===== src/include/cache_consts.svh =====
`ifndef CACHE_CONSTS_SVH
`define CACHE_CONSTS_SVH

// Cache geometry
`define CACHE_WAYS  4
`define CACHE_SETS  16
`define LINE_BITS   256
`define WORD_BITS   32

// Address split into tag, index and offset
`define TAG_BITS    23
`define INDEX_BITS  4
`define OFFSET_BITS 5

`endif


===== src/cache_pkg.sv =====
package cache_pkg;

`include "cache_consts.svh"

    typedef logic [`WORD_BITS-1:0]   word_t;
    typedef logic [`LINE_BITS-1:0]   line_t;
    typedef logic [`TAG_BITS-1:0]    tag_t;
    // Dirty bit sits above the tag
    typedef logic [`TAG_BITS:0]      tag_word_t;
    typedef logic [`INDEX_BITS-1:0]  index_t;
    typedef logic [`OFFSET_BITS-1:0] offset_t;
    typedef logic [1:0]              way_t;
    typedef logic [2:0]              plru_t;

    typedef enum logic [1:0] {
        idle_s,
        compare_tag_s,
        writeback_s,
        allocate_s
    } state_t;

endpackage


===== src/cache_ctrl.sv =====
`timescale 1ns/1ps

module cache_ctrl (
    input  logic              clk,
    input  logic              rst_n,
    input  logic              cpu_rmask,
    input  logic [3:0]        cpu_wmask,
    input  logic              hit,
    input  logic              dirty_victim,
    input  logic              mem_resp,
    output cache_pkg::state_t state,
    output logic              mem_read,
    output logic              mem_write
);
    import cache_pkg::*;

    state_t next_state;
    logic   cpu_req;

    assign cpu_req = cpu_rmask || (cpu_wmask != 4'b0);

    always_comb begin
        next_state = state;
        case (state)
            idle_s: begin
                if (cpu_req) begin
                    next_state = compare_tag_s;
                end
            end
            compare_tag_s: begin
                if (hit) begin
                    next_state = idle_s;
                end else if (dirty_victim) begin
                    next_state = writeback_s;
                end else begin
                    next_state = allocate_s;
                end
            end
            writeback_s: begin
                if (mem_resp) begin
                    next_state = allocate_s;
                end
            end
            allocate_s: begin
                // Line is written on this edge and the compare runs again
                if (mem_resp) begin
                    next_state = compare_tag_s;
                end
            end
            default: begin
                next_state = idle_s;
            end
        endcase
    end

    always_ff @(posedge clk) begin
        if (!rst_n) begin
            state <= idle_s;
        end else begin
            state <= next_state;
        end
    end

    // Memory request levels
    assign mem_read  = (state == allocate_s);
    assign mem_write = (state == writeback_s);

endmodule


===== config.mk =====
export PLATFORM = sky130hd
export DESIGN_NAME = cache_ctrl
export DESIGN_NICKNAME = d
export VERILOG_FILES = /design/src/cache_pkg.sv /design/src/cache_ctrl.sv
export VERILOG_INCLUDE_DIRS = /design/src /design/src/include
export SDC_FILE = /design/constraint.sdc
export NUM_CORES = 1
export LEC_CHECK = 0
export BUFFER_PORTS_ARGS = -buffer_cell sky130_fd_sc_hd__clkbuf_2
export CORE_AREA = 3 3 40 42
export CTS_BUF_LIST = sky130_fd_sc_hd__clkbuf_8
export DETAILED_ROUTE_END_ITERATION = 12
export DIE_AREA = 0 0 43 45
export PLACE_DENSITY = 0.46
export SLEW_MARGIN = 20
export SYNTH_ARGS = -nofsm -noshare
export SYNTH_HDL_FRONTEND = slang
export SYNTH_SLANG_ARGS = --single-unit

===== constraint.sdc =====
create_clock -name clk -period 2.5 [get_ports clk]
set_input_delay 0.75 -clock clk [delete_from_list [all_inputs] [get_ports clk]]
set_output_delay 0.75 -clock clk [all_outputs]
set_load 0.02 [all_outputs]

==> summary.json <==
{
  "ctsHoldBuffers": 0,
  "synth_largest_area_cell": "ha_1",
  "crit_path_max_fanout": 5,
  "clkTransAtPathRegs_ps": 30,
  "layout-drive-gt1-share_pct": 47.22,
  "fp.dieH_um": 45,
  "boundaryPins": 14,
  "final_hold_viol_count": 0,
  "synth.cells.most_frequent": "ha_1 (4), dfxtp_1 (2), inv_1 (2), mux2i_1 (2), nand2_1 (2)",
  "leakage_uw": 0.0001486,
  "synth-seq-area-share_pct": 21.33,
  "die-area_mm2": 0.001935,
  "holdPathEnd": "state[1]",
  "antenna_left": 0,
  "core_region_area_mm2": 0.001285,
  "worstReg2RegStart": "state[0]",
  "cp.arrival_ps": 1120,
  "timing_worst_setup_path_type": "flop to primary output",
  "grt_antenna_before_repair": 0,
  "port-buffer-count": 13,
  "post-route-period-util_pct": 74.95,
  "rsz_0062_raised_after_global_routing": "no",
  "number_of_setup_buffers_added_after_cts": 0,
  "syn_inst": 20,
  "cap_viol_max_count": 0,
  "largest_reg_flops": 2,
  "totalWireLength_um": 518,
  "via_per_inst": 4.039,
  "status": "completed",
  "ys_types": 13,
  "synth_top_flop_cell": "dfxtp_1",
  "share_of_total_power_consumed_by_net_switching_pct": 23.41,
  "largest_net_degree_at_the_start_of_global_routing": 6,
  "vdd_drop_max_uv": 242.4,
  "first_pass_iters": 2,
  "synth.avg_cell_area_um2": 9.384,
  "grt_usage_pct": 6.312,
  "yosys_register_bits": 2,
  "drt_drc_violations_left": 0,
  "net-switching-power_uw": 47.63,
  "yosysTopAreaCellShare_pct": 26.67,
  "routedWlPerCell_um": 10.16,
  "globalRouteOverflowTotal": 0,
  "timing.reg2reg.worst_path_depth": 5,
  "layout.nets": 52,
  "holdPathStages": 2,
  "h-tree-depth": 1,
  "r2r_setup_slack_ps": 860,
  "layout_area_overhead_pct": 66.67,
  "vias": 206,
  "power.density_mw_per_mm2": 650.3,
  "maxSlewHeadroom_pct": 80.04,
  "top_regs": "state x2",
  "regMostFlops": "state",
  "clkPwrFrac_pct": 61.3,
  "antenna-diode-count": 0,
  "cts.sink_count": 2,
  "floorplan.initialDensity_pct": 14.61,
  "maxClockFrequency_ghz": 0.5337,
  "core_util_final_pct": 24.34,
  "yosys_warnings": 0,
  "cts.root.buffer_cell": "clkbuf_8",
  "critical_path.startpoint_type": "flop",
  "sequential_share_of_power_pct": 20.1,
  "pwr-share-comb_pct": 18.7,
  "final_setup_skew_ps": 3.846,
  "top_count_cell_post_synth": "ha_1",
  "drc_marker_count_from_the_first_detailed_route_iteration": 1,
  "gp_routability_congestion": 0.5962,
  "cts_made_buffers": 3,
  "ctsLongestPathBuffers": 2,
  "finalMaxSlewViolations": 0,
  "synth_enable_flop_cells": 0,
  "grt_pass1_wl_um": 800,
  "worstPathRequired_ps": 1750,
  "worstHoldPathType": "flop to flop",
  "mappedNetlistArea_um2": 187.7,
  "critical_path.endpoint_type": "primary output",
  "tritoncts": "done",
  "finalSetupViolations": 0,
  "shortest_clock_period_the_worst_path_allows_after_layout_ps": 1874,
  "cell_types_with_the_largest_area_share_after_synthesis": "ha_1 (27%), dfxtp_1 (21%), mux2i_1 (11%)",
  "critical_path.cell_chain": "inv_1 -> ha_1 -> clkbuf_2",
  "first_global_vias": 208,
  "finalSetupTns_ps": 0,
  "synth_async_sr_flop_share_pct": 0,
  "synth.net_count": 34,
  "critPathMaxStageDelay_ps": 420,
  "r2r_end": "state[0]",
  "power.internal_uw": 155.8,
  "final.fill_count": 151,
  "tightest_slew_ps": 299.4,
  "timing.hold.worst.start": "state[1]",
  "floorplan.rows": 13,
  "insertion_delay_ps": 210,
  "critPathSlowestCell": "dfxtp_1",
  "post_cts.resized_instances": 0,
  "fp.dieW_um": 43,
  "detailed_place_hpwl_um": 440.1
}
per-stage QoR:
step	hold WS (ps)	cell area (um2)	instances	total power (uW)	worst slack (ps)
floorplan	572.5	187.7	20	62.88	679.1
global placement	524.8	271.5	48	79.43	546.8
detailed placement	538.1	271.5	48	80.47	525.5
CTS	542.2	312.8	51	209.8	609.0
finish	531.1	312.8	51	203.4	626.4
global route	575.9	312.8	51	216.2	557.5
per-layer routing:
layer	routed length, um	vias to the layer above	global-route usage (%)
met3	80	0	6.375
met1	225	90	5.742
met4	0	0	3.614
met2	211	13	8.982
li1	-	103	-
met5	0	-	0
how the worst max path moves through the flow:
stage                  from         to  slack, ps  cells past startpoint
2_1_floorplan  cpu_wmask[3]   state[0]        680                      3
6_report           state[0]  mem_write        630                      3
3_5_place_dp   cpu_wmask[3]   state[0]        530                      4
3_3_place_gp   cpu_wmask[3]   state[0]        550                      4
5_1_grt            state[0]  mem_write        560                      3
4_1_cts            state[0]  mem_write        610                      3
area by class of cell:
cell class              count  area (um2)  share of cell area, %
repair buffers             13       65.06                  20.80
inverters                   2       7.507                  2.400
clock buffers               3       41.29                  13.20
well taps                  15       18.77                  6.000
flip-flops and latches      2       40.04                  12.80
multi-input cells          16       140.1                  44.80
power by group through the flow:
stage | combinational [uW] | sequential [uW] | clock [uW]
2_1_floorplan | 19.3 | 43.6 | 0
3_3_place_gp | 38.2 | 41.3 | 0
3_5_place_dp | 39.0 | 41.5 | 0
4_1_cts | 39.1 | 41.1 | 130
5_1_grt | 41.4 | 41.8 | 133
6_report | 38.0 | 40.8 | 125
critical path: cells and delay by family (launching register included):
family                     cells  cell delay [ps]
buffers and inverters          2              260
DFF                            1              420
adders and majority gates      1              240
layout by cell type, fill, tap and decap left out:
master,n
clkbuf_2,13
clkbuf_8,3
dfxtp_1,2
ha_1,4
inv_1,2
mux2i_1,2
nand2_1,2
nand2b_1,1
nor2_1,1
nor2b_1,1
nor3b_1,1
o211ai_1,1
o21ai_0,1
o32ai_2,1
or4b_1,1
cell families after synthesis:
logic type	count (synthesis)	synth area share, %
flops	2	21.33
compound gates	3	15.33
mux	2	10.67
fa+ha+maj	4	26.67
buf+inv	2	4.001
simple gates	7	22.01
No activity file was read; power rests on OpenSTA's default activity.
