===== config.mk =====
export PLATFORM = sky130hd
export DESIGN_NAME = plru_tree
export DESIGN_NICKNAME = d
export VERILOG_FILES = /design/src/cache_pkg.sv /design/src/plru_tree.sv
export VERILOG_INCLUDE_DIRS = /design/src /design/src/include
export SDC_FILE = /design/constraint.sdc
export NUM_CORES = 1
export LEC_CHECK = 0
export ABC_AREA = 1
export ABC_CLOCK_PERIOD_IN_PS = 1630
export BUFFER_PORTS_ARGS = -buffer_cell sky130_fd_sc_hd__buf_2
export CAP_MARGIN = 20
export CELL_PAD_IN_SITES_DETAIL_PLACEMENT = 1
export CELL_PAD_IN_SITES_GLOBAL_PLACEMENT = 1
export CORE_ASPECT_RATIO = 2
export CORE_MARGIN = 3
export CORE_UTILIZATION = 45
export CTS_BUF_LIST = sky130_fd_sc_hd__clkbuf_2
export CTS_CLUSTER_DIAMETER = 40
export DETAILED_ROUTE_END_ITERATION = 12
export GPL_TIMING_DRIVEN = 0
export PLACE_DENSITY = 0.79
export SLEW_MARGIN = 20
export SYNTH_ARGS = -nofsm -noshare
export SYNTH_HDL_FRONTEND = slang
export SYNTH_SLANG_ARGS = --single-unit

===== constraint.sdc =====
create_clock -name clk -period 1.63 [get_ports clk]
set_input_delay 0.163 -clock clk [delete_from_list [all_inputs] [get_ports clk]]
set_output_delay 0.163 -clock clk [all_outputs]
set_load 0.01 [all_outputs]

===== src/include/cache_consts.svh =====
`ifndef CACHE_CONSTS_SVH
`define CACHE_CONSTS_SVH

// Cache geometry
`define CACHE_WAYS  4
`define CACHE_SETS  16
`define LINE_BITS   256
`define WORD_BITS   32

// Address split into tag, index and offset
`define TAG_BITS    23
`define INDEX_BITS  4
`define OFFSET_BITS 5

`endif


===== src/cache_pkg.sv =====
package cache_pkg;

`include "cache_consts.svh"

    typedef logic [`WORD_BITS-1:0]   word_t;
    typedef logic [`LINE_BITS-1:0]   line_t;
    typedef logic [`TAG_BITS-1:0]    tag_t;
    // Dirty bit sits above the tag
    typedef logic [`TAG_BITS:0]      tag_word_t;
    typedef logic [`INDEX_BITS-1:0]  index_t;
    typedef logic [`OFFSET_BITS-1:0] offset_t;
    typedef logic [1:0]              way_t;
    typedef logic [2:0]              plru_t;

    typedef enum logic [1:0] {
        idle_s,
        compare_tag_s,
        writeback_s,
        allocate_s
    } state_t;

endpackage


===== src/plru_tree.sv =====
`timescale 1ns/1ps
`include "cache_consts.svh"

module plru_tree (
    input  logic              clk,
    input  logic              rst_n,
    input  cache_pkg::index_t index,
    input  logic              update_plru,
    input  cache_pkg::way_t   hit_way,
    output cache_pkg::plru_t  plru_bits
);
    import cache_pkg::*;

    plru_t plru_q [`CACHE_SETS];
    plru_t plru_next;

    // Point the path away from the way just used
    always_comb begin
        plru_next = plru_q[index];
        if (!hit_way[1]) begin
            plru_next[0] = 1'b1;
            plru_next[1] = ~hit_way[0];
        end else begin
            plru_next[0] = 1'b0;
            plru_next[2] = ~hit_way[0];
        end
    end

    always_ff @(posedge clk) begin
        if (!rst_n) begin
            for (int s = 0; s < `CACHE_SETS; s++) begin
                plru_q[s] <= '0;
            end
        end else if (update_plru) begin
            plru_q[index] <= plru_next;
        end
    end

    assign plru_bits = plru_q[index];

endmodule


==> impl_metrics.py, run 1 <==
metrics = {
    "floorplan": {
        "rows": 36,
        "initial_core_util_pct": 47.2,
        "die_height_um": 108,
        "die_w_um": 57.0,
        "io_pins": 12,
        "coreArea_sq_um": 4950,
        "dieArea_sq_um": 6150,
    },
    "pwr": {
        "pwr-share-comb_pct": 14.8,
        "power_frac_clock_pct": 19.7,
        "p_leak_nw": 1.13,
        "internal_power_mw": 1.60,
        "power_switching_mw": 0.583,
        "vdd_drop_max_uv": 459,
        "switching_share_pct": 26.7,
        "p_seq_share_pct": 65.5,
        "p_per_area_nw_per_um2": 838,
    },
    "global_routing": {
        "grtUsageTotal_pct": 21.0,
        "grt_max_degree": 17,
        "grt.overflow.total": 0,
        "grt_pass1_vias": 1930,
        "antenna_found_initial": 0,
        "grt_pass1_wl_um": 9470,
    },
    "routing": {
        "drt_iter0_drc": 71,
        "drc_errors": 0,
        "wl_per_cell_um": 17.3,
        "wl_um": 5960,
        "route.vias.total": 1847,
        "firstDrtPassIters": 4,
        "via_per_inst": 5.37,
        "ant_nets": 0,
    },
    "timing": {
        "tightest_slew_ns": 0.763,
        "hold_viol": 0,
        "setup_viol": 6,
        "fin_crit_sh_pct": 102,
        "period_needed_ns": 1.67,
        "worst_slack_ns": -0.0378,
        "skew_ns": 0.0224,
        "slew_violations": 0,
        "slew_headroom_pct": 48.8,
        "rsz0062_at_grt": "true",
        "fmax_ghz": 0.600,
    },
    "critical_path": {
        "critPathBufInv": 2,
        "cp_top_family": "simple AND/OR/NAND/NOR gates",
        "cp.required_ns": 1.47,
        "cp-end-kind": "output pin",
        "r2r_slack_ns": 0.08,
        "rr_startpoint": "plru_q[15][1]",
        "slowest_delay_ns": 0.40,
        "critPathKind": "flop to output pin",
        "r2r_cells": 11,
        "crit_fanout": 2,
        "rr_endpoint": "plru_q[0][1]",
        "cp-start-kind": "flop",
        "crit_arrival_ns": 1.50,
        "slowest_stage": "edfxtp_1",
        "timing.critical_path.mode_cell": "nand2_1",
        "path_cells": "nand2_1, nand2_1, nand2_1, nand2_1, nand2_1, nand2_2, nor2_2, inv_1, buf_2",
    },
    "layout": {
        "largest_reg_flops": 48,
        "fin_util_pct": 52.6,
        "seqCellArea_sq_um": 1440,
        "mostFrequentLayoutCells": "127 x nand2_1, 52 x nor2_1, 48 x edfxtp_1",
        "syn_to_final_growth_pct": 11.4,
        "fillers": 628,
        "regMostFlops": "plru_q",
        "final_area_sq_um": 2610,
        "mostFrequentLayoutCell": "nand2_1",
        "final_nets": 296,
        "multi_input_area_sq_um": 900,
        "reg_top3": "plru_q: 48 flops",
        "drive_gt1_share_pct": 13.9,
        "n_antenna_cell": 0,
    },
    "outcome": {
        "failed_checks": "negative setup slack",
        "status": "finished, violations left",
    },
    "clocking": {
        "htree_levels": 2,
        "clock-sinks": 48,
        "clock_path_buffers": 2,
        "tritoncts": "yes",
        "insertion_delay_ns": 0.41,
        "cts_buffers": 5,
        "clock-root-buffer": "clkbuf_2",
        "clk_pin_slew_ns": 0.20,
    },
    "place": {
        "routabilityCongestion": 0.832,
        "hpwl_um": 4410,
        "port_buffers": 9,
        "placed_area_sq_um": 2450,
    },
    "synthesis": {
        "avgSynthCellArea_sq_um": 8.69,
        "syn-num-nets": 278,
        "synth.distinct_cells": 13,
        "synth_area_sq_um": 2340,
        "syn_inst": 269,
        "synth.yosys.seq_area_share_pct": 61.6,
        "yosys_warnings": 0,
        "ys_ff_latch": 48,
    },
    "min_path": {
        "min_from": "hit_way[0]",
        "min_path_type": "input pin to flop",
        "whs_path_depth": 4,
        "hold_end": "plru_q[4][1]",
    },
    "job": {
        "cap_violations": 0,
    },
}
per-stage QoR:
stage	std cells	total power, mW	setup TNS (ns)	hold slack [ns]	worst slack [ns]
2_1_floorplan	269	1.63	0	0.499	0.277
3_3_place_gp	335	1.72	-19.58	0.636	-0.387
3_5_place_dp	335	1.73	-23.30	0.642	-0.453
4_1_cts	341	2.14	-0.182	0.222	-0.0947
5_1_grt	344	2.26	-4.66	0.195	-0.187
6_report	344	2.18	-0.154	0.185	-0.0378
synthesized netlist by cell type (all sizes together):
master,count,area [sq um]
a22oi,8,60.1
buf,6,48.8
clkbuf,4,15.0
clkinv,1,3.75
edfxtp,48,1440
inv,8,30.0
nand2,133,504
nand4,1,6.26
nor2,57,214
nor3,3,15.0
power groups by stage:
stage | Sequential (mW) | Combinational [mW] | Clock [mW]
floorplan | 1.45 | 0.179 | 0
global placement | 1.45 | 0.265 | 0
detailed placement | 1.46 | 0.273 | 0
CTS | 1.43 | 0.274 | 0.433
global route | 1.44 | 0.360 | 0.469
finish | 1.43 | 0.323 | 0.431
cells by family (layout without fill, tap and decap cells):
logic type	after synthesis	in the layout	share of synthesized area [%]
simple gates	194	195	31.6
compound gates	8	8	2.57
flops	48	48	61.6
buf+inv	19	36	4.17
metal layers:
| layer | GRT usage, % | share of wire, % | wire length, um |
|---|---|---|---|
| met5 | 0 | 0 | 0 |
| met4 | 10.3 | 3.6 | 213 |
| met3 | 2.87 | 4.2 | 248 |
| met2 | 39.2 | 58 | 3460 |
| met1 | 22.4 | 34 | 2040 |
timing repair:
action | 4_1_cts | 5_1_grt
gates cloned | 0 | 1
hold buffers | 0 | 0
endpoints found under the setup margin | 26 | 54
buffers inserted | 0 | 2
pin swaps | 9 | 14
resized for setup | 6 | 20
cell type report:
class                      instances  share of cell area (%)
clock inverter                     2                   0.288
buffer                             9                    2.16
inverter                           9                    1.34
clock buffer                       5                   0.960
tap                               57                    2.74
sequential                        48                    55.3
multi-input combinational        203                    34.5
timing repair buffer              11                    2.69
worst reg2reg max path: stages (launching register included):
cell and delay [ns]:
edfxtp_1 0.40, nand2_1 0.07, nand2_1 0.06, nand2_1 0.06, nand2_1 0.06, nand2_1 0.09
nand2_2 0.07, nor2_2 0.12, nand2_1 0.10, nand2_4 0.11, buf_8 0.14, nor2_1 0.05
how the worst max path moves through the flow:
stage / start / endpoint / cells after the start
2_1_floorplan: plru_q[3][1] / plru_q[0][1] / 11
3_3_place_gp: rst_n / plru_q[5][1] / 5
3_5_place_dp: rst_n / plru_q[5][2] / 5
4_1_cts: plru_q[15][2] / plru_bits[2] / 9
5_1_grt: plru_q[15][1] / plru_bits[1] / 9
6_report: plru_q[15][1] / plru_bits[1] / 9
No activity file was read; power rests on OpenSTA's default activity.
==> inputs of run 2 (changes only) <==
ABC_CLOCK_PERIOD_IN_PS = 1800   (was 1630)
clock period = 1.8 ns   (was 1.63 ns; I/O delays follow)
==> run 2 against run 1 <==
Against the previous run:
- the flow now finishes without violations
- worst hold slack improved by 0.053 ns
- die area stayed put
- final cell count decreased by 0.58%
- critical path type unchanged
==> impl_metrics.py, run 2 (same netlist as run 1, synthesis figures left out) <==
metrics = {
    "timing": {
        "period_needed_ns": 1.72,
        "fmax_ghz": 0.582,
        "fin_crit_sh_pct": 95.5,
        "hold_viol": 0,
        "setup_viol": 0,
        "skew_ns": 0.0103,
        "tightest_slew_ns": 0.616,
        "rsz0062_at_grt": "true",
        "slew_violations": 0,
        "worst_slack_ns": 0.0812,
        "slew_headroom_pct": 58.6,
    },
    "layout": {
        "layout.cells.non_filler": 342,
        "regMostFlops": "plru_q",
        "largest_reg_flops": 48,
        "fin_util_pct": 50.9,
        "syn_to_final_growth_pct": 7.76,
        "mostFrequentLayoutCell": "nand2_1",
        "n_antenna_cell": 0,
        "fillers": 629,
        "final_nets": 294,
        "reg_top3": "plru_q: 48 flops",
        "drive_gt1_share_pct": 10.5,
        "mostFrequentLayoutCells": "129 x nand2_1, 54 x nor2_1, 48 x edfxtp_1",
    },
    "place": {
        "routabilityCongestion": 0.832,
        "dpl_worst_slack_ns": -0.300,
        "hpwl_um": 4410,
        "placed_cells_incl_taps": 335,
        "port_buffers": 9,
    },
    "clocking": {
        "insertion_delay_ns": 0.40,
        "clock_path_buffers": 2,
        "cts_buffers": 5,
        "htree_levels": 2,
        "clock-sinks": 48,
        "clk_pin_slew_ns": 0.20,
        "post_cts_buffers": 0,
        "tritoncts": "yes",
        "cts_hold_buf": 0,
        "clock-root-buffer": "clkbuf_2",
    },
    "pwr": {
        "p_per_area_nw_per_um2": 767,
        "vdd_drop_max_uv": 417,
        "p_leak_nw": 1.11,
        "power_mw": 1.93,
    },
    "outcome": {
        "status": "finished, final reports clean",
    },
    "floorplan": {
        "die_w_um": 57.0,
        "dieArea_sq_um": 6150,
        "coreArea_sq_um": 4950,
        "rows": 36,
        "die_height_um": 108,
        "io_pins": 12,
        "initial_core_util_pct": 47.2,
    },
    "critical_path": {
        "crit_fanout": 2,
        "cp-start-kind": "flop",
        "crit_arrival_ns": 1.54,
        "cp-startpoint": "plru_q[15][2]",
        "cp.required_ns": 1.62,
        "critPathKind": "flop to output pin",
        "rr_startpoint": "plru_q[15][2]",
        "cp-end-kind": "output pin",
    },
    "routing": {
        "wl_per_cell_um": 16.9,
        "drc_errors": 0,
        "via_per_inst": 5.33,
        "wl_um": 5790,
        "drt_iter0_drc": 58,
        "route.vias.total": 1824,
        "firstDrtPassIters": 4,
        "ant_nets": 0,
    },
    "global_routing": {
        "grt_pass1_vias": 1939,
        "grt.overflow.total": 0,
        "grt_max_degree": 14,
        "grt_pass1_wl_um": 9470,
        "grtUsageTotal_pct": 21.1,
        "antenna_found_initial": 0,
    },
    "min_path": {
        "min_from": "hit_way[1]",
        "min_path_type": "input pin to flop",
    },
    "job": {
        "cap_violations": 0,
    },
}
==> run 2: changes by cell type in the layout (fill, tap and decap cells not counted), moves of 2 or more <==
cell / delta
a22oi_1: +4
a22oi_2: -4
nand2_8: -3
nand2_1: +2
nor2_1: +2
nor3_1: -2
nor3_2: +2
==> run 2: final timing paths <==
kind	to	slack [ns]	cells past startpoint
setup reg to reg	plru_q[15][2]	0.16	11
setup / recovery	plru_bits[2]	0.08	9
hold / removal	plru_q[7][0]	0.24	2
hold reg to reg	plru_q[6][1]	1.08	10
==> run 2: timing repair <==
action,4_1_cts,5_1_grt
resized for setup,0,9
endpoints found under the setup margin,0,29
hold endpoints to repair,0,0
==> run 2: per-stage QoR <==
| stage | TNS (ns) | area, sq um | hold slack, ns |
|---|---|---|---|
| 5_1_grt | -0.0900 | 2520 | 0.247 |
| 4_1_cts | 0 | 2490 | 0.239 |
| 3_3_place_gp | -8.19 | 2450 | 0.653 |
| 3_5_place_dp | -11.11 | 2450 | 0.659 |
| 6_report | 0 | 2520 | 0.237 |
| 2_1_floorplan | 0 | 2340 | 0.516 |
==> run 2: final cells by class <==
class	instances	area (sq um)	share of cell area, %
tap	57	71.3	2.83
clock buffer	5	25.0	0.993
sequential	48	1440	57.2
multi-input combinational	202	832	33.0
inverter	9	33.8	1.34
timing repair buffer	9	45.0	1.79
clock inverter	2	7.51	0.298
buffer	10	63.8	2.53
==> run 2: per-layer routing <==
metal	global-route usage, %	vias to the layer above	wire length [um]
met3	3.35	16	181
li1	-	897	-
met1	22.0	873	2020
met4	10.3	0	170
met5	0	-	0
met2	39.6	38	3420
==> run 2: where the power goes <==
part | switching, mW | internal (mW)
Sequential | 0.0160 | 1.28
Combinational | 0.181 | 0.0720
Clock | 0.307 | 0.0802
Total | 0.504 | 1.43
==> run 2: critical path, stage by stage, from the launching register on <==
cell	delay, ns
edfxtp_1	0.43
nand2_1	0.08
nand2_1	0.07
nand2_1	0.06
nand2_1	0.06
nand2_1	0.07
nand2_1	0.06
nor2_2	0.14
inv_1	0.05
buf_2	0.13
==> inputs of run 3 (changes only) <==
ABC_AREA = 0   (was 1)
CORE_ASPECT_RATIO = 0.8   (was 2)
PLACE_DENSITY = 0.75   (was 0.79)
==> run 3 against run 2 <==
Against the previous run:
- sequential share of layout area shrank 2.8 points
- maximum frequency shrank 21%
- global-route usage shrank 0.53 points
- via count shrank 10%
- largest power group unchanged
- worst hold slack lost 0.15 ns
- sequential cell count is the same
- critical endpoint is now plru_bits[0]
- synthesized cell count shrank 26%
- highest routed layer unchanged
- the flow now finishes with violations (negative setup slack)
- clock skew grew 0.0032 ns
- core utilization grew 4.8 points
- sequential power is essentially flat
==> impl_metrics.py, run 3 <==
metrics = {
    "outcome": {
        "status": "finished, violations left",
        "failed_checks": "negative setup slack",
    },
    "timing": {
        "period_needed_ns": 2.19,
        "slew_violations": 0,
        "tightest_slew_ns": 0.630,
        "fmax_ghz": 0.458,
        "worst_slack_ns": -0.386,
        "slew_headroom_pct": 58.0,
        "fin_crit_sh_pct": 121,
        "setup_viol": 11,
        "rsz0062_at_grt": "true",
        "hold_viol": 0,
        "skew_ns": 0.0134,
        "whs_ns": 0.0865,
    },
    "critical_path": {
        "cp.depth": 3,
        "cp-start-kind": "flop",
        "critPathBufInv": 1,
        "path_cells": "mux4_2, mux4_2, buf_6",
        "r2r_cells": 6,
        "crit_fanout": 1,
        "crit_arrival_ns": 2.01,
        "timing.critical_path.mode_cell": "mux4_2",
        "r2r_slack_ns": -0.16,
        "endpoint": "plru_bits[0]",
        "slowest_stage": "mux4_2",
        "rr_startpoint": "plru_q[15][2]",
        "cp_top_family": "multiplexers",
        "cp-end-kind": "output pin",
        "critPathKind": "flop to output pin",
        "cp.required_ns": 1.62,
        "rr_endpoint": "plru_q[12][2]",
        "slowest_delay_ns": 0.53,
        "cp-startpoint": "plru_q[0][0]",
    },
    "floorplan": {
        "dieArea_sq_um": 6050,
        "coreArea_sq_um": 4760,
        "rows": 22,
        "initial_core_util_pct": 48.6,
        "die_w_um": 86.2,
        "io_pins": 12,
        "die_height_um": 70.2,
    },
    "layout": {
        "multi_input_area_sq_um": 950,
        "seqCellArea_sq_um": 1440,
        "final_nets": 226,
        "n_antenna_cell": 0,
        "drive_gt1_share_pct": 22.9,
        "fillers": 500,
        "largest_reg_flops": 48,
        "fin_util_pct": 55.7,
        "reg_top3": "plru_q: 48 flops",
        "syn_to_final_growth_pct": 14.5,
        "regMostFlops": "plru_q",
        "mostFrequentLayoutCells": "48 x nor2_1, 48 x edfxtp_1, 34 x nand2_1",
    },
    "clocking": {
        "clock-sinks": 48,
        "clock_path_buffers": 2,
        "clk_pin_slew_ns": 0.22,
        "tritoncts": "yes",
        "cts_buffers": 5,
        "clock-root-buffer": "clkbuf_2",
        "insertion_delay_ns": 0.42,
        "htree_levels": 2,
    },
    "pwr": {
        "p_per_area_nw_per_um2": 768,
        "p_leak_nw": 0.945,
        "vdd_drop_max_uv": 532,
    },
    "synthesis": {
        "yosysTopAreaCellShare_pct": 62.2,
        "avgSynthCellArea_sq_um": 11.6,
        "yosys_warnings": 0,
        "synth_commonest_cells": "56 x nor2_1, 48 x edfxtp_1, 34 x nand2_1",
        "synth_edf_count": 48,
        "syn-num-nets": 208,
        "synth_area_sq_um": 2320,
        "ys_ff_latch": 48,
        "synth_area_leader_cell": "edfxtp_1",
        "ys.flop_type": "edfxtp_1",
        "synth.yosys.seq_area_share_pct": 62.2,
        "async_reset_ff_share_pct": 0,
        "synth.area.top_cells": "edfxtp_1 62%, nor2_1 9.1%, mux4_2 5.8%",
        "synth.distinct_cells": 22,
        "syn_inst": 199,
        "yosysMostFrequentCell": "nor2_1",
    },
    "place": {
        "port_buffers": 7,
        "routabilityCongestion": 0.811,
        "hpwl_um": 4080,
    },
    "min_path": {
        "min_path_type": "input pin to flop",
    },
    "global_routing": {
        "grt_max_degree": 14,
        "grt_pass1_vias": 1705,
        "grtUsageTotal_pct": 20.6,
        "grt.overflow.total": 0,
        "antenna_found_initial": 0,
        "grt_pass1_wl_um": 9200,
    },
    "routing": {
        "via_per_inst": 5.87,
        "ant_nets": 0,
        "route.vias.total": 1633,
        "wl_um": 5890,
        "firstDrtPassIters": 4,
        "drc_errors": 0,
        "drt_iter0_drc": 136,
        "wl_per_cell_um": 21.2,
    },
    "job": {
        "cap_violations": 0,
    },
}
run 3: cell types whose count changed after synthesis, sizes merged, moves of 2 or more:
cell	delta
mux4	+6
o21ai	+2
inv	-6
nor2b	+4
nand3	+10
mux2	+4
nand2	-99
mux2i	+12
a22oi	-5
a41oi	+3
run 3: worst min-delay path by stage:
stage | start | end | slack, ns | depth (start not counted)
global placement | hit_way[1] | plru_q[2][0] | 0.54 | 2
finish | hit_way[1] | plru_q[3][0] | 0.09 | 2
floorplan | hit_way[1] | plru_q[2][0] | 0.37 | 1
global route | hit_way[1] | plru_q[3][0] | 0.09 | 2
CTS | hit_way[1] | plru_q[3][0] | 0.08 | 2
detailed placement | hit_way[1] | plru_q[3][0] | 0.54 | 2
run 3: routing by layer:
layer	wire length [um]	share of wire, %	GRT usage (%)	vias up
met1	2490	42	27.9	817
li1	-	-	-	752
met3	265	4.5	4.25	15
met4	161	2.7	6.92	0
met5	0	0	0	-
met2	2970	50	32.9	49
run 3: timing repair:
| action | 4_1_cts | 5_1_grt |
|---|---|---|
| setup buffers | 3 | 1 |
| gates resized for setup | 10 | 22 |
| endpoints found under the setup margin | 28 | 14 |
| pin swaps | 3 | 2 |
| hold buffers | 0 | 0 |
run 3: cells by family (layout without fill, tap and decap cells):
logic type	Yosys count	in the layout	share of synthesized area [%]
AOI/OAI and AO/OA	9	9	3.46
buffers and inverters	12	31	2.54
muxes	22	22	13.0
DFF	48	48	62.2
and+or+nand+nor	108	108	18.8
run 3: cell type report:
type	instances	area share, %
Sequential cell	48	54.4
Multi-Input combinational cell	139	35.8
Clock inverter	1	0.142
Clock buffer	7	1.32
Buffer	10	1.93
Tap cell	60	2.83
Inverter	2	0.283
Timing Repair Buffer	11	3.30
run 3: where the power goes:
group          switching, mW  internal [mW]  leakage [nW]  total [mW]
logic                  0.189          0.114         0.432       0.303
clock network          0.335          0.104        0.0306       0.439
registers             0.0166           1.28         0.483        1.29
run 3: through the flow:
stage	std cells	instance area [sq um]	power, mW	setup WS (ns)	setup TNS, ns
global route	278	2650	2.11	-0.450	-2.51
detailed placement	266	2430	1.56	-0.488	-11.98
floorplan	199	2320	1.47	0.105	0
CTS	277	2550	2.00	-0.391	-1.32
global placement	266	2430	1.55	-0.300	-8.58
finish	278	2650	2.04	-0.386	-1.88
